$ cat src/cpuDecodePkg.sv
package cpuDecodePkg;

  localparam int instrWidth  = 16;
  localparam int idWidth     = 7;
  localparam int regWidth    = 4;
  localparam int offsetWidth = 12;
  localparam int pcWidth     = 16;
  localparam int condWidth   = regWidth + 1;  // Top bit set means no branch
  localparam int flagWidth   = 4;             // N Z C V
  localparam int condCount   = 16;

  localparam logic [regWidth-1:0] regLr = 4'd13;
  localparam logic [regWidth-1:0] regSp = 4'd14;
  localparam logic [regWidth-1:0] regPc = 4'd15;

  // Major opcode in instruction[15:12]
  typedef enum logic [3:0] {
    OpShiftImm      = 4'd0,
    OpAddSub        = 4'd1,
    OpMovCmpImm     = 4'd2,
    OpAddSubImm     = 4'd3,
    OpAluReg        = 4'd4,
    OpLoadStoreReg  = 4'd5,
    OpLoadStoreWord = 4'd6,
    OpLoadStoreByte = 4'd7,
    OpLoadStoreHalf = 4'd8,
    OpSpRelative    = 4'd9,
    OpLoadAddr      = 4'd10,
    OpMisc          = 4'd11,
    OpSwi           = 4'd12,
    OpBranchImm     = 4'd13,
    OpHltNop        = 4'd14,
    OpReset         = 4'd15
  } opcode_e;

  typedef enum logic [3:0] {
    CondEq       = 4'd0,
    CondNe       = 4'd1,
    CondCs       = 4'd2,
    CondCc       = 4'd3,
    CondMi       = 4'd4,
    CondPl       = 4'd5,
    CondVs       = 4'd6,
    CondVc       = 4'd7,
    CondHi       = 4'd8,
    CondLs       = 4'd9,
    CondGe       = 4'd10,
    CondLt       = 4'd11,
    CondGt       = 4'd12,
    CondLe       = 4'd13,
    CondAl       = 4'd14,
    CondAlways15 = 4'd15
  } condCode_e;

  typedef logic [idWidth-1:0] instrId_t;

  localparam instrId_t IdBx        = 7'h26;
  localparam instrId_t IdBxRet     = 7'h4c;  // BX with code 15
  localparam instrId_t IdSwi       = 7'h48;
  localparam instrId_t IdBranchImm = 7'h49;
  localparam instrId_t IdNop       = 7'h4a;
  localparam instrId_t IdHlt       = 7'h4b;
  localparam instrId_t IdBiosExit  = 7'h4d;
  localparam instrId_t IdResetWord = 7'h64;
  localparam instrId_t IdIllegal   = 7'h7f;

  localparam logic [condWidth-1:0]   noBranch     = 5'h1f;
  localparam logic [offsetWidth-1:0] swiVector    = 12'd9;
  localparam logic [offsetWidth-1:0] biosExitAddr = 12'd2048;

endpackage

$ cat src/decodeIf.sv
`timescale 1ns/1ps

interface decodeIf import cpuDecodePkg::*; ();

  instrId_t               id;
  logic [regWidth-1:0]    regD;
  logic [regWidth-1:0]    regA;
  logic [regWidth-1:0]    regB;
  logic [offsetWidth-1:0] offset;
  logic [condWidth-1:0]   branchCondition;  // noBranch when not a branch

  modport source (
    output id, regD, regA, regB, offset, branchCondition
  );

  modport sink (
    input id, regD, regA, regB, offset, branchCondition
  );

endinterface

$ cat src/instructionDecoder.sv
`timescale 1ns/1ps

module instructionDecoder import cpuDecodePkg::*; (
  input  logic [instrWidth-1:0] instruction,
  input  logic                  isBios,
  decodeIf.source               dec
);

  opcode_e    opcode;
  logic       op;
  logic [1:0] addSubSel;
  logic [1:0] funct1;
  logic [3:0] funct2;
  logic [2:0] aux;

  assign opcode    = opcode_e'(instruction[15:12]);
  assign op        = instruction[11];
  assign addSubSel = instruction[10:9];  // Opcode 1 only
  assign funct1    = instruction[7:6];
  assign funct2    = instruction[11:8];
  assign aux       = instruction[11:9];

  always_comb begin
    dec.id              = '0;
    dec.regD            = '0;
    dec.regA            = '0;
    dec.regB            = '0;
    dec.offset          = '0;
    dec.branchCondition = noBranch;

    case (opcode)
      OpShiftImm: begin
        dec.id     = op ? 7'h02 : 7'h01;
        dec.offset = {7'h0, instruction[10:6]};  // Shift amount
        dec.regD   = {1'b0, instruction[2:0]};
        dec.regA   = {1'b0, instruction[5:3]};
      end

      OpAddSub: begin
        dec.regD = {1'b0, instruction[2:0]};
        dec.regA = {1'b0, instruction[5:3]};
        if (!op) begin
          dec.id     = 7'h03;  // ASR immediate
          dec.offset = {7'h0, instruction[10:6]};
        end else begin
          case (addSubSel)
            2'd0: begin
              dec.id   = 7'h04;
              dec.regB = {1'b0, instruction[8:6]};
            end
            2'd1: begin
              dec.id   = 7'h05;
              dec.regB = {1'b0, instruction[8:6]};
            end
            2'd2: begin
              dec.id     = 7'h06;
              dec.offset = {9'h0, instruction[8:6]};
            end
            default: begin
              dec.id     = 7'h07;
              dec.offset = {9'h0, instruction[8:6]};
            end
          endcase
        end
      end

      OpMovCmpImm: begin
        dec.id     = op ? 7'h09 : 7'h08;
        dec.offset = {4'h0, instruction[7:0]};
        dec.regD   = {1'b0, instruction[10:8]};
        dec.regA   = {1'b0, instruction[10:8]};
      end

      OpAddSubImm: begin
        dec.id     = op ? 7'h0b : 7'h0a;
        dec.offset = {4'h0, instruction[7:0]};
        dec.regD   = {1'b0, instruction[10:8]};
        dec.regA   = {1'b0, instruction[10:8]};
      end

      OpAluReg: begin
        if (op) begin
          // PC-relative load
          dec.id     = 7'h27;
          dec.offset = {4'h0, instruction[7:0]};
          dec.regD   = {1'b0, instruction[10:8]};
          dec.regA   = regPc;
          dec.regB   = {1'b0, instruction[10:8]};
        end else begin
          dec.regD = {1'b0, instruction[2:0]};
          dec.regA = {1'b0, instruction[2:0]};
          dec.regB = {1'b0, instruction[5:3]};
          case (funct2)
            4'd0: dec.id = 7'h0c + funct1;  // ALU ops, four per group
            4'd1: dec.id = 7'h10 + funct1;
            4'd2: dec.id = 7'h14 + funct1;
            4'd3: dec.id = 7'h18 + funct1;
            4'd4: begin
              // Hi register ADD, bit 3 comes from funct1
              case (funct1)
                2'd1: begin
                  dec.id      = 7'h1c;
                  dec.regB[3] = 1'b1;
                end
                2'd2: begin
                  dec.id      = 7'h1d;
                  dec.regD[3] = 1'b1;
                  dec.regA[3] = 1'b1;
                end
                2'd3: begin
                  dec.id      = 7'h1e;
                  dec.regD[3] = 1'b1;
                  dec.regA[3] = 1'b1;
                  dec.regB[3] = 1'b1;
                end
                default: dec.id = 7'h0c;
              endcase
            end
            4'd5: begin
              // Hi register CMP
              case (funct1)
                2'd1: begin
                  dec.id      = 7'h1f;
                  dec.regB[3] = 1'b1;
                end
                2'd2: begin
                  dec.id      = 7'h20;
                  dec.regD[3] = 1'b1;
                  dec.regA[3] = 1'b1;
                end
                2'd3: begin
                  dec.id      = 7'h21;
                  dec.regD[3] = 1'b1;
                  dec.regA[3] = 1'b1;
                  dec.regB[3] = 1'b1;
                end
                default: dec.id = 7'h0c;
              endcase
            end
            4'd6: begin
              // Hi register MOV
              case (funct1)
                2'd0: dec.id = 7'h22;
                2'd1: begin
                  dec.id      = 7'h23;
                  dec.regB[3] = 1'b1;
                end
                2'd2: begin
                  dec.id      = 7'h24;
                  dec.regD[3] = 1'b1;
                  dec.regA[3] = 1'b1;
                end
                default: begin
                  dec.id      = 7'h25;
                  dec.regD[3] = 1'b1;
                  dec.regA[3] = 1'b1;
                  dec.regB[3] = 1'b1;
                end
              endcase
            end
            4'd7: begin
              // BX, condition in [7:4], code 15 is the return form
              dec.branchCondition = {1'b0, instruction[7:4]};
              dec.id   = (instruction[7:4] == CondAlways15) ? IdBxRet : IdBx;
              dec.regD = '0;
              dec.regA = regPc;
              dec.regB = {1'b0, instruction[2:0]};
            end
            default: dec.id = IdIllegal;
          endcase
        end
      end

      OpLoadStoreReg: begin
        dec.id   = 7'h28 + aux;
        dec.regD = {1'b0, instruction[2:0]};
        dec.regA = {1'b0, instruction[5:3]};
        dec.regB = {1'b0, instruction[8:6]};
      end

      OpLoadStoreWord, OpLoadStoreByte, OpLoadStoreHalf: begin
        // Pairs of IDs from 0x30, op picks load or store
        dec.id     = 7'h30 + {opcode - OpLoadStoreWord, op};
        dec.regD   = {1'b0, instruction[2:0]};
        dec.regA   = {1'b0, instruction[5:3]};
        dec.offset = {7'h0, instruction[10:6]};
      end

      OpSpRelative: begin
        dec.id     = op ? 7'h37 : 7'h36;
        dec.offset = {4'h0, instruction[7:0]};
        dec.regD   = {1'b0, instruction[10:8]};
        dec.regA   = regSp;
      end

      OpLoadAddr: begin
        dec.id     = op ? 7'h39 : 7'h38;
        dec.offset = {4'h0, instruction[7:0]};
        dec.regD   = {1'b0, instruction[10:8]};
        dec.regA   = op ? regSp : regPc;
      end

      OpMisc: begin
        case (funct2)
          4'd0: dec.id = 7'h3a;
          4'd2, 4'd10: begin
            dec.id   = ((funct2 == 4'd2) ? 7'h3b : 7'h3f) + funct1;
            dec.regD = {1'b0, instruction[2:0]};
            dec.regB = {1'b0, instruction[5:3]};
          end
          4'd4: begin
            dec.id   = 7'h43;
            dec.regD = {1'b0, instruction[2:0]};
          end
          4'd13: begin
            dec.id   = 7'h44;
            dec.regD = {1'b0, instruction[2:0]};
          end
          4'd14: begin
            case (funct1)
              2'd0: begin
                dec.id   = 7'h45;  // OUTPUT
                dec.regD = {1'b0, instruction[2:0]};
              end
              2'd1: dec.id = 7'h46;  // PAUSE
              2'd2: begin
                dec.id   = 7'h47;  // INPUT
                dec.regD = {1'b0, instruction[2:0]};
              end
              default: dec.id = IdIllegal;
            endcase
          end
          default: dec.id = IdIllegal;
        endcase
      end

      OpSwi: begin
        dec.id              = IdSwi;
        dec.offset          = swiVector;
        dec.regB            = regLr;  // Return address goes here
        dec.branchCondition = {1'b0, CondAl};
      end

      OpBranchImm: begin
        dec.id              = IdBranchImm;
        dec.branchCondition = {1'b0, instruction[11:8]};
        dec.offset          = {4'h0, instruction[7:0]};
        dec.regA            = regPc;
      end

      OpHltNop: begin
        if (op && isBios) begin
          // HLT inside BIOS leaves to user code
          dec.id              = IdBiosExit;
          dec.branchCondition = {1'b0, CondAlways15};
          dec.offset          = biosExitAddr;
          dec.regA            = regPc;
        end else begin
          dec.id = op ? IdHlt : IdNop;
        end
      end

      OpReset: dec.id = (instruction == 16'hffff) ? IdResetWord : IdIllegal;

      default: dec.id = IdIllegal;
    endcase
  end

endmodule

$ cat src/conditionEvaluator.sv
`timescale 1ns/1ps

module conditionEvaluator import cpuDecodePkg::*; (
  input  logic [flagWidth-1:0] flags,
  output logic [condCount-1:0] condMet
);

  logic n;
  logic z;
  logic c;
  logic v;
  logic hi;
  logic ge;
  logic gt;

  assign n = flags[3];
  assign z = flags[2];
  assign c = flags[1];
  assign v = flags[0];

  assign hi = c & ~z;    // Unsigned higher
  assign ge = (n == v);  // Signed greater or equal
  assign gt = ~z & ge;

  // Every code in parallel, the stage picks one
  always_comb begin
    condMet               = '0;
    condMet[CondEq]       = z;
    condMet[CondNe]       = ~z;
    condMet[CondCs]       = c;
    condMet[CondCc]       = ~c;
    condMet[CondMi]       = n;
    condMet[CondPl]       = ~n;
    condMet[CondVs]       = v;
    condMet[CondVc]       = ~v;
    condMet[CondHi]       = hi;
    condMet[CondLs]       = ~hi;
    condMet[CondGe]       = ge;
    condMet[CondLt]       = ~ge;
    condMet[CondGt]       = gt;
    condMet[CondLe]       = ~gt;
    condMet[CondAl]       = 1'b1;
    condMet[CondAlways15] = 1'b1;
  end

endmodule

$ cat src/decodeStage.sv
`timescale 1ns/1ps

module decodeStage import cpuDecodePkg::*; (
  input  logic                   clk,
  input  logic                   rstN,
  input  logic                   instrValid,
  input  logic [pcWidth-1:0]     pc,
  input  logic [condCount-1:0]   condMet,
  decodeIf.sink                  dec,
  output logic                   decValid,
  output instrId_t               decId,
  output logic [regWidth-1:0]    regD,
  output logic [regWidth-1:0]    regA,
  output logic [regWidth-1:0]    regB,
  output logic [offsetWidth-1:0] offset,
  output logic                   branchTaken,
  output logic [pcWidth-1:0]     branchTarget
);

  logic               absTarget;
  logic               takenNext;
  logic [pcWidth-1:0] targetNext;

  assign absTarget = (dec.id == IdSwi) || (dec.id == IdBiosExit);  // Fixed vectors

  // noBranch has the top bit set and is never taken
  assign takenNext = ~dec.branchCondition[condWidth-1]
                   & condMet[dec.branchCondition[condWidth-2:0]];

  assign targetNext = absTarget ? pcWidth'(dec.offset)
                                : pc + pcWidth'(dec.offset);  // Wraps at 64K

  always_ff @(posedge clk) begin
    if (!rstN) begin
      decValid     <= 1'b0;
      decId        <= '0;
      regD         <= '0;
      regA         <= '0;
      regB         <= '0;
      offset       <= '0;
      branchTaken  <= 1'b0;
      branchTarget <= '0;
    end else begin
      decValid <= instrValid;  // One pulse per accepted word
      if (instrValid) begin
        decId        <= dec.id;
        regD         <= dec.regD;
        regA         <= dec.regA;
        regB         <= dec.regB;
        offset       <= dec.offset;
        branchTaken  <= takenNext;
        branchTarget <= targetNext;
      end
    end
  end

endmodule

$ cat src/decodeUnit.sv
`timescale 1ns/1ps

module decodeUnit import cpuDecodePkg::*; (
  input  logic                   clk,
  input  logic                   rstN,
  input  logic                   instrValid,
  input  logic [instrWidth-1:0]  instruction,
  input  logic                   isBios,
  input  logic [pcWidth-1:0]     pc,
  input  logic [flagWidth-1:0]   flags,  // NZCV
  output logic                   decValid,
  output instrId_t               decId,
  output logic [regWidth-1:0]    regD,
  output logic [regWidth-1:0]    regA,
  output logic [regWidth-1:0]    regB,
  output logic [offsetWidth-1:0] offset,
  output logic                   branchTaken,
  output logic [pcWidth-1:0]     branchTarget
);

  logic [condCount-1:0] condMet;

  decodeIf decBus ();

  instructionDecoder uDecoder (
    .instruction (instruction),
    .isBios      (isBios),
    .dec         (decBus.source)
  );

  conditionEvaluator uCondEval (
    .flags   (flags),
    .condMet (condMet)
  );

  decodeStage uStage (
    .clk          (clk),
    .rstN         (rstN),
    .instrValid   (instrValid),
    .pc           (pc),
    .condMet      (condMet),
    .dec          (decBus.sink),
    .decValid     (decValid),
    .decId        (decId),
    .regD         (regD),
    .regA         (regA),
    .regB         (regB),
    .offset       (offset),
    .branchTaken  (branchTaken),
    .branchTarget (branchTarget)
  );

endmodule

$ cat config.mk
export PLATFORM = sky130hd
export DESIGN_NAME = decodeUnit
export DESIGN_NICKNAME = d
export VERILOG_FILES = /design/src/cpuDecodePkg.sv /design/src/decodeIf.sv /design/src/instructionDecoder.sv /design/src/conditionEvaluator.sv /design/src/decodeStage.sv /design/src/decodeUnit.sv
export SDC_FILE = /design/constraint.sdc
export NUM_CORES = 1
export LEC_CHECK = 0
export BUFFER_PORTS_ARGS = -buffer_cell sky130_fd_sc_hd__buf_4
export CORE_MARGIN = 3
export CORE_UTILIZATION = 38
export DETAILED_ROUTE_END_ITERATION = 12
export PLACE_DENSITY = 0.59
export SYNTH_ARGS = -nofsm -noshare
export SYNTH_HDL_FRONTEND = slang
export SYNTH_SLANG_ARGS = --single-unit
$ cat constraint.sdc
create_clock -name clk -period 4.7 [get_ports clk]
set_input_delay 0.47 -clock clk [delete_from_list [all_inputs] [get_ports clk]]
set_output_delay 0.47 -clock clk [all_outputs]
set_load 0.01 [all_outputs]
==> results of run 1 <==
## through the flow
stage	instances	total power (W)
floorplan	532	0.000681
global placement	717	0.000823
detailed placement	717	0.000824
CTS	725	0.00109
global route	725	0.00115
finish	725	0.00109
## sequential cells by signal, indices dropped and copies added, names as in the netlist
name / flops
uStage.regB: 4
uStage.regD: 4
uStage.branchTarget: 16
uStage.regA: 4
uStage.decValid: 1
uStage.offset: 9
uStage.branchTaken: 1
uStage.decId: 7
## cell type report
| class | count | share of cell area [%] |
|---|---|---|
| Clock buffer | 5 | 1.48 |
| Tap cell | 133 | 3.58 |
| Timing Repair Buffer | 87 | 14.1 |
| Multi-Input combinational cell | 429 | 58.7 |
| Inverter | 22 | 1.78 |
| Sequential cell | 46 | 19.8 |
| Clock inverter | 3 | 0.619 |
## path summary, 6_finish.rpt
path	cells past startpoint	to	slack, ns
setup / recovery	15	uStage.branchTarget[15]	1.07
hold / removal	3	uStage.branchTarget[14]	0.43
setup reg to reg	1	uStage.branchTarget[4]	3.95
hold reg to reg	2	uStage.branchTarget[9]	0.45
## synthesized netlist by cell type, types with 3 or more instances
master,number
ha_1,17
nand4_1,7
inv_2,4
nand3_1,18
nor2b_1,15
o21ai_1,20
o211a_1,4
nor3_1,10
o22ai_1,7
xnor2_1,10
a21boi_0,6
nand2_1,53
a22oi_1,7
a32o_1,3
mux2i_1,7
a211oi_1,5
dfxtp_1,46
buf_1,3
xor2_1,7
o21ai_0,37
a22o_1,4
nor2_1,40
buf_2,9
a31oi_1,12
buf_4,5
and3_1,4
inv_1,17
and2_1,7
a21oi_1,43
a221o_1,4
a21o_1,10
clkbuf_1,18
a211o_1,3
o211ai_1,5
or2_2,4
o21a_1,4
nand2b_1,14
## metal layers
layer  vias to the layer above  global-route usage [%]
li1                       2053                       -
met1                      1976                    33.3
met2                       223                    36.1
met3                        26                    3.97
met4                         0                    6.48
met5                         -                       0
## power by group through the flow
stage                     clock [W]  combinational [W]  sequential [W]
after floorplan                   0           0.000229        0.000452
after global placement            0           0.000382        0.000440
after detailed placement          0           0.000382        0.000442
after CTS                  0.000277           0.000383        0.000432
after global routing       0.000292           0.000424        0.000436
final                      0.000271           0.000388        0.000432
## logic make-up (layout without fill, tap and decap cells)
logic type / count (synthesis) / after routing / share of synthesized area (%)
other cells: 1 / 3 / 0.0965
buf+inv: 57 / 117 / 6.28
mux: 10 / 10 / 3.12
simple gates: 185 / 185 / 24.1
flops: 46 / 46 / 23.7
compound gates: 196 / 196 / 32.9
fa+ha+maj: 18 / 18 / 5.99
xor+xnor: 17 / 17 / 3.83
==> impl_metrics.json, run 1 <==
{
  "antenna_cells": 0,
  "drv_cap": 0,
  "floorplan.die.width_um": 107,
  "hold_buffer_count_at_cts": 0,
  "max_freq_mhz": 276,
  "post-synth-top-area-fraction_pct": 23.7,
  "drt-pass1-iter-count": 5,
  "detail-route-antenna-nets": 0,
  "worst_hold_startpoint": "pc[14]",
  "share_of_the_clock_period_used_by_the_worst_path_pct": 77.2,
  "dr_vias_cell": 5.90,
  "most-common-layout-cells": "buf_4 (87), nand2_1 (53), dfxtp_1 (46)",
  "measured_slew_at_the_worst_slew_check_pin_ns": 0.844,
  "power-per-cell-area_mw_per_mm2": 235,
  "internal_power_w": 0.000688,
  "sequential_cell_fraction_of_total_power_pct": 39.6,
  "clock_path_buffers": 2,
  "die-area_mm2": 0.0115,
  "netlist_top_cells_area": "dfxtp_1 (24%), a21oi_1 (5.5%), ha_1 (5.5%), nand2_1 (5.1%), o21ai_0 (4.8%)",
  "clock_latency_on_the_worst_skew_pair_ns": 0.30,
  "route.detailed.wl_per_inst_um": 18.9,
  "worst_setup_hold_path_clk_slew_ns": 0.10,
  "worst-path-buf-inv": 3,
  "stdcell_area_mm2": 0.00465,
  "power.share.combinational_pct": 35.5,
  "count_of_endpoints_failing_setup_in_the_final_report": 0,
  "finish.net_count": 649,
  "final-max-slew-violation-count": 0,
  "post_synth_edffs": 0,
  "slowest_stage": "a221oi_1",
  "layout.filler_cells": 1014,
  "grt_pass1_wl_mm": 21.2,
  "placement.setup.worst_slack_ns": 0.806,
  "post_synth_num_cell_types": 69,
  "regToRegStartpoint": "uStage.branchTarget[4]",
  "synth_seq_area_share_pct": 23.7,
  "final_layout_size_suffix_gt1_share_pct": 19.4,
  "clock_sink_count": 46,
  "per_instance_average_area_after_synthesis_um2": 7.33,
  "worst_path_max_stage_delay_ns": 0.80,
  "h-tree-depth": 2,
  "core_area_mm2": 0.00986,
  "finalCoreUtilization_pct": 47.1,
  "fin_skew_ns": 0,
  "post_synthesis_async_set_or_reset_flop_share_pct": 0,
  "power.switching_w": 0.000403,
  "ys_warn_count": 0,
  "worst_path_dominant_cell_family": "compound AO/OA/AOI/OAI gates",
  "synth_top_cell_by_area": "dfxtp_1",
  "post-route-worst-setup-slack_ns": 1.07,
  "postSynthRegisterBits": 46,
  "initial_utilization_pct": 39.4,
  "met3_length_mm": 1.10,
  "post_synth_inst_count": 530,
  "io_pins": 89,
  "wl_met1_mm": 6.22,
  "cts-buffers-inserted": 5,
  "rsz0062_at_grt": "false",
  "route.vias.total": 4278,
  "register_area_um2": 921,
  "grt.total_usage_pct": 23.4,
  "grt_pass1_vias": 3856,
  "post-route-min-period_ns": 3.63,
  "static-leakage-power_nw": 1.99,
  "die_h_um": 107,
  "run_status": "completed",
  "antenna_found_initial": 0,
  "critPathKind": "input pin to flip-flop",
  "dpl.hpwl_mm": 10.2,
  "switching_portion_of_total_power_pct": 36.9,
  "crit_path_cell_trace": "buf_4 > inv_2 > nand2_1 > o22ai_1 > a221oi_1 > inv_1 > ha_1 > o21a_1 > a21oi_1 > o21ai_0 > a21oi_1 > o21ai_0 > nand4_1 > xor2_1 > o21ai_1",
  "ir_drop_mv": 0.116,
  "synth-main-ff-cell": "dfxtp_1",
  "highest_layer": "met4",
  "syn2layout_area_growth_pct": 19.6,
  "multi_input_comb_area_mm2": 0.00273,
  "hp-class": "input pin to flip-flop",
  "critPathRequiredTime_ns": 4.95,
  "worst-endpoint-arrival_ns": 3.88,
  "clk_root_buffer_cell": "clkbuf_8",
  "grt_start_max_net_pins": 38,
  "wl_met2_mm": 6.00,
  "setup_tns_ns": 0,
  "tritoncts": "built",
  "detailedRoute.firstIterationViolations": 398,
  "crit_path_end_kind": "flip-flop",
  "fin_hold_ws_ns": 0.429,
  "place.port_buffers": 85,
  "grt_overflow": 0,
  "drc": 0,
  "postCtsSetupBuffers": 0,
  "clock_power_share_pct": 24.9,
  "totalWireLength_mm": 13.7,
  "site_rows": 36,
  "crit_path_max_fanout": 27,
  "post_cts_resize_count": 0,
  "synth_area_mm2": 0.00388,
  "crit_start": "instruction[14]",
  "finalWeightedCongestion": 0.959,
  "detailed_place.area_mm2": 0.00455,
  "timing.max_slew.rel_slack_pct": 43.7,
  "layout.cells.most_common": "buf_4",
  "finalHoldViolCount": 0,
  "crit_path_start_kind": "input pin"
}
No activity file was read; power rests on OpenSTA's default activity.
==> inputs of run 2 (changes only) <==
Settings changed: PLACE_DENSITY 0.59 to 0.61.
Clock period 4.7 ns to 3 ns, I/O delays scaled along.
==> run 2 against run 1 <==
- setup slack worse by 0.91 ns
- combinational power up 78%
- non-clock buffer count up 55
- wire length up 2.1%
- sequential power up 56%
- final cell count up 7.6%
- via count up 5.2%
- core utilization up 4.7 points
- global-route usage up 0.71 points
- critical endpoint is now uStage.branchTarget[10]
==> impl_metrics.json, run 2 (synthesis gave the netlist of run 1 again) <==
{
  "max_freq_mhz": 352,
  "total_power_w": 0.00174,
  "power-per-cell-area_mw_per_mm2": 340,
  "core_area_mm2": 0.00986,
  "detailedRoute.firstIterationViolations": 342,
  "worst_setup_hold_path_clk_slew_ns": 0.09,
  "tritoncts": "built",
  "sequential_cell_fraction_of_total_power_pct": 38.8,
  "grt.total_usage_pct": 24.1,
  "drv_cap": 0,
  "largestRegisters": "uStage.branchTarget x16, uStage.offset x9, uStage.decId x7",
  "syn2layout_area_growth_pct": 31.7,
  "critPathRequiredTime_ns": 3.19,
  "cts-buffers-inserted": 5,
  "finish.net_count": 704,
  "static-leakage-power_nw": 2.26,
  "detail-route-antenna-nets": 0,
  "drc": 0,
  "route.vias.total": 4499,
  "initial_utilization_pct": 39.4,
  "finalHoldViolCount": 0,
  "totalWireLength_mm": 14.0,
  "site_rows": 36,
  "hp-class": "input pin to flip-flop",
  "internal_power_w": 0.00113,
  "io_pins": 89,
  "die_h_um": 107,
  "final-max-slew-violation-count": 0,
  "place.port_buffers": 85,
  "antenna_found_initial": 0,
  "critPathKind": "input pin to flip-flop",
  "power.share.combinational_pct": 39.7,
  "drt-pass1-iter-count": 5,
  "crit_path_end_kind": "flip-flop",
  "fin_skew_ns": 0,
  "clock_path_buffers": 2,
  "antenna_cells": 0,
  "post-route-min-period_ns": 2.84,
  "layout.filler_cells": 972,
  "most-common-layout-cells": "buf_4 (141), nand2_1 (53), dfxtp_1 (46)",
  "run_status": "completed",
  "crit_path_start_kind": "input pin",
  "worst-endpoint-arrival_ns": 3.03,
  "dpl.hpwl_mm": 11.0,
  "clock_sink_count": 46,
  "grt_start_max_net_pins": 38,
  "final_layout_size_suffix_gt1_share_pct": 27.7,
  "power.switching_w": 0.000612,
  "grt_pass1_wl_mm": 22.2,
  "largest_register_ff_count": 16,
  "grt_overflow": 0,
  "largest_register": "uStage.branchTarget",
  "rsz0062_at_grt": "false",
  "h-tree-depth": 2,
  "share_of_the_clock_period_used_by_the_worst_path_pct": 94.6,
  "count_of_endpoints_failing_setup_in_the_final_report": 0,
  "clk_root_buffer_cell": "clkbuf_8",
  "clock_power_share_pct": 21.5,
  "grt_pass1_vias": 4263,
  "die-area_mm2": 0.0115,
  "hold_buffer_count_at_cts": 0,
  "layout.cells.most_common": "buf_4",
  "floorplan.die.width_um": 107,
  "ir_drop_mv": 0.182,
  "postCtsSetupBuffers": 0,
  "crit_path_max_fanout": 5,
  "switching_portion_of_total_power_pct": 35.1,
  "finalCoreUtilization_pct": 51.9,
  "dr_vias_cell": 5.77,
  "route.detailed.wl_per_inst_um": 17.9,
  "finalWeightedCongestion": 0.953,
  "clock_latency_on_the_worst_skew_pair_ns": 0.29
}
-- run 2: repair_timing --
item | 4_1_cts | 5_1_grt
endpoints found under the setup margin | 0 | 6
gates resized for setup | 0 | 4
endpoints found under the hold margin | 0 | 0
-- run 2: worst max-delay path, stage by stage --
cell and delay [ns]:
buf_4 0.13, buf_4 0.15, or2_2 0.30, nor2_1 0.23, a221oi_4 0.06, inv_1 0.10
ha_2 0.19, inv_1 0.06, fa_2 0.33, nor2b_1 0.18, o31a_1 0.20, o21ai_2 0.07
a21oi_2 0.21, nand3_1 0.11, xnor2_1 0.14, a32o_1 0.25
-- run 2: final timing paths --
kind / startpoint / endpoint / slack (ns) / cells past startpoint
min: pc[15] / uStage.branchTarget[15] / 0.26 / 3
max reg2reg: uStage.branchTarget[4] / uStage.branchTarget[4] / 2.25 / 1
max: instruction[12] / uStage.branchTarget[10] / 0.16 / 16
min reg2reg: uStage.branchTarget[12] / uStage.branchTarget[12] / 0.45 / 2
-- run 2: per-stage QoR --
| stage | instance area [um2] | hold slack (ns) | instances | TNS, ns | setup slack, ns |
|---|---|---|---|---|---|
| after detailed placement | 5010 | 0.441 | 772 | -0.820 | -0.152 |
| after floorplan | 3940 | 0.455 | 532 | 0 | 0.00309 |
| after CTS | 5090 | 0.256 | 780 | 0 | 0.170 |
| after global routing | 5120 | 0.291 | 780 | 0 | 0.00594 |
| after global placement | 5010 | 0.436 | 772 | -0.384 | -0.115 |
| final | 5120 | 0.262 | 780 | 0 | 0.162 |
-- run 2: power groups by stage --
stage,logic [W],registers (W),clock network (W)
6_report,0.000692,0.000676,0.000374
2_1_floorplan,0.000368,0.000708,0
3_5_place_dp,0.000676,0.000691,0
3_3_place_gp,0.000675,0.000689,0
4_1_cts,0.000678,0.000676,0.000392
5_1_grt,0.000751,0.000682,0.000418
-- run 2: area by class of cell --
type | count | area, um2 | share of cell area, %
Clock buffer | 6 | 72.6 | 1.42
Sequential cell | 46 | 921 | 18.0
Timing Repair Buffer | 142 | 1080 | 21.1
Multi-Input combinational cell | 429 | 2780 | 54.4
Tap cell | 133 | 166 | 3.25
Clock inverter | 2 | 13.8 | 0.269
Inverter | 22 | 82.6 | 1.61
-- run 2: layer usage --
layer  vias up  track usage [%]  part of all wire [%]
li1       2160                -                     -
met1      2096             31.2                    43
met2       210             39.3                    46
met3        33             5.48                   7.8
met4         0             7.95                   3.1
met5         -                0                     0
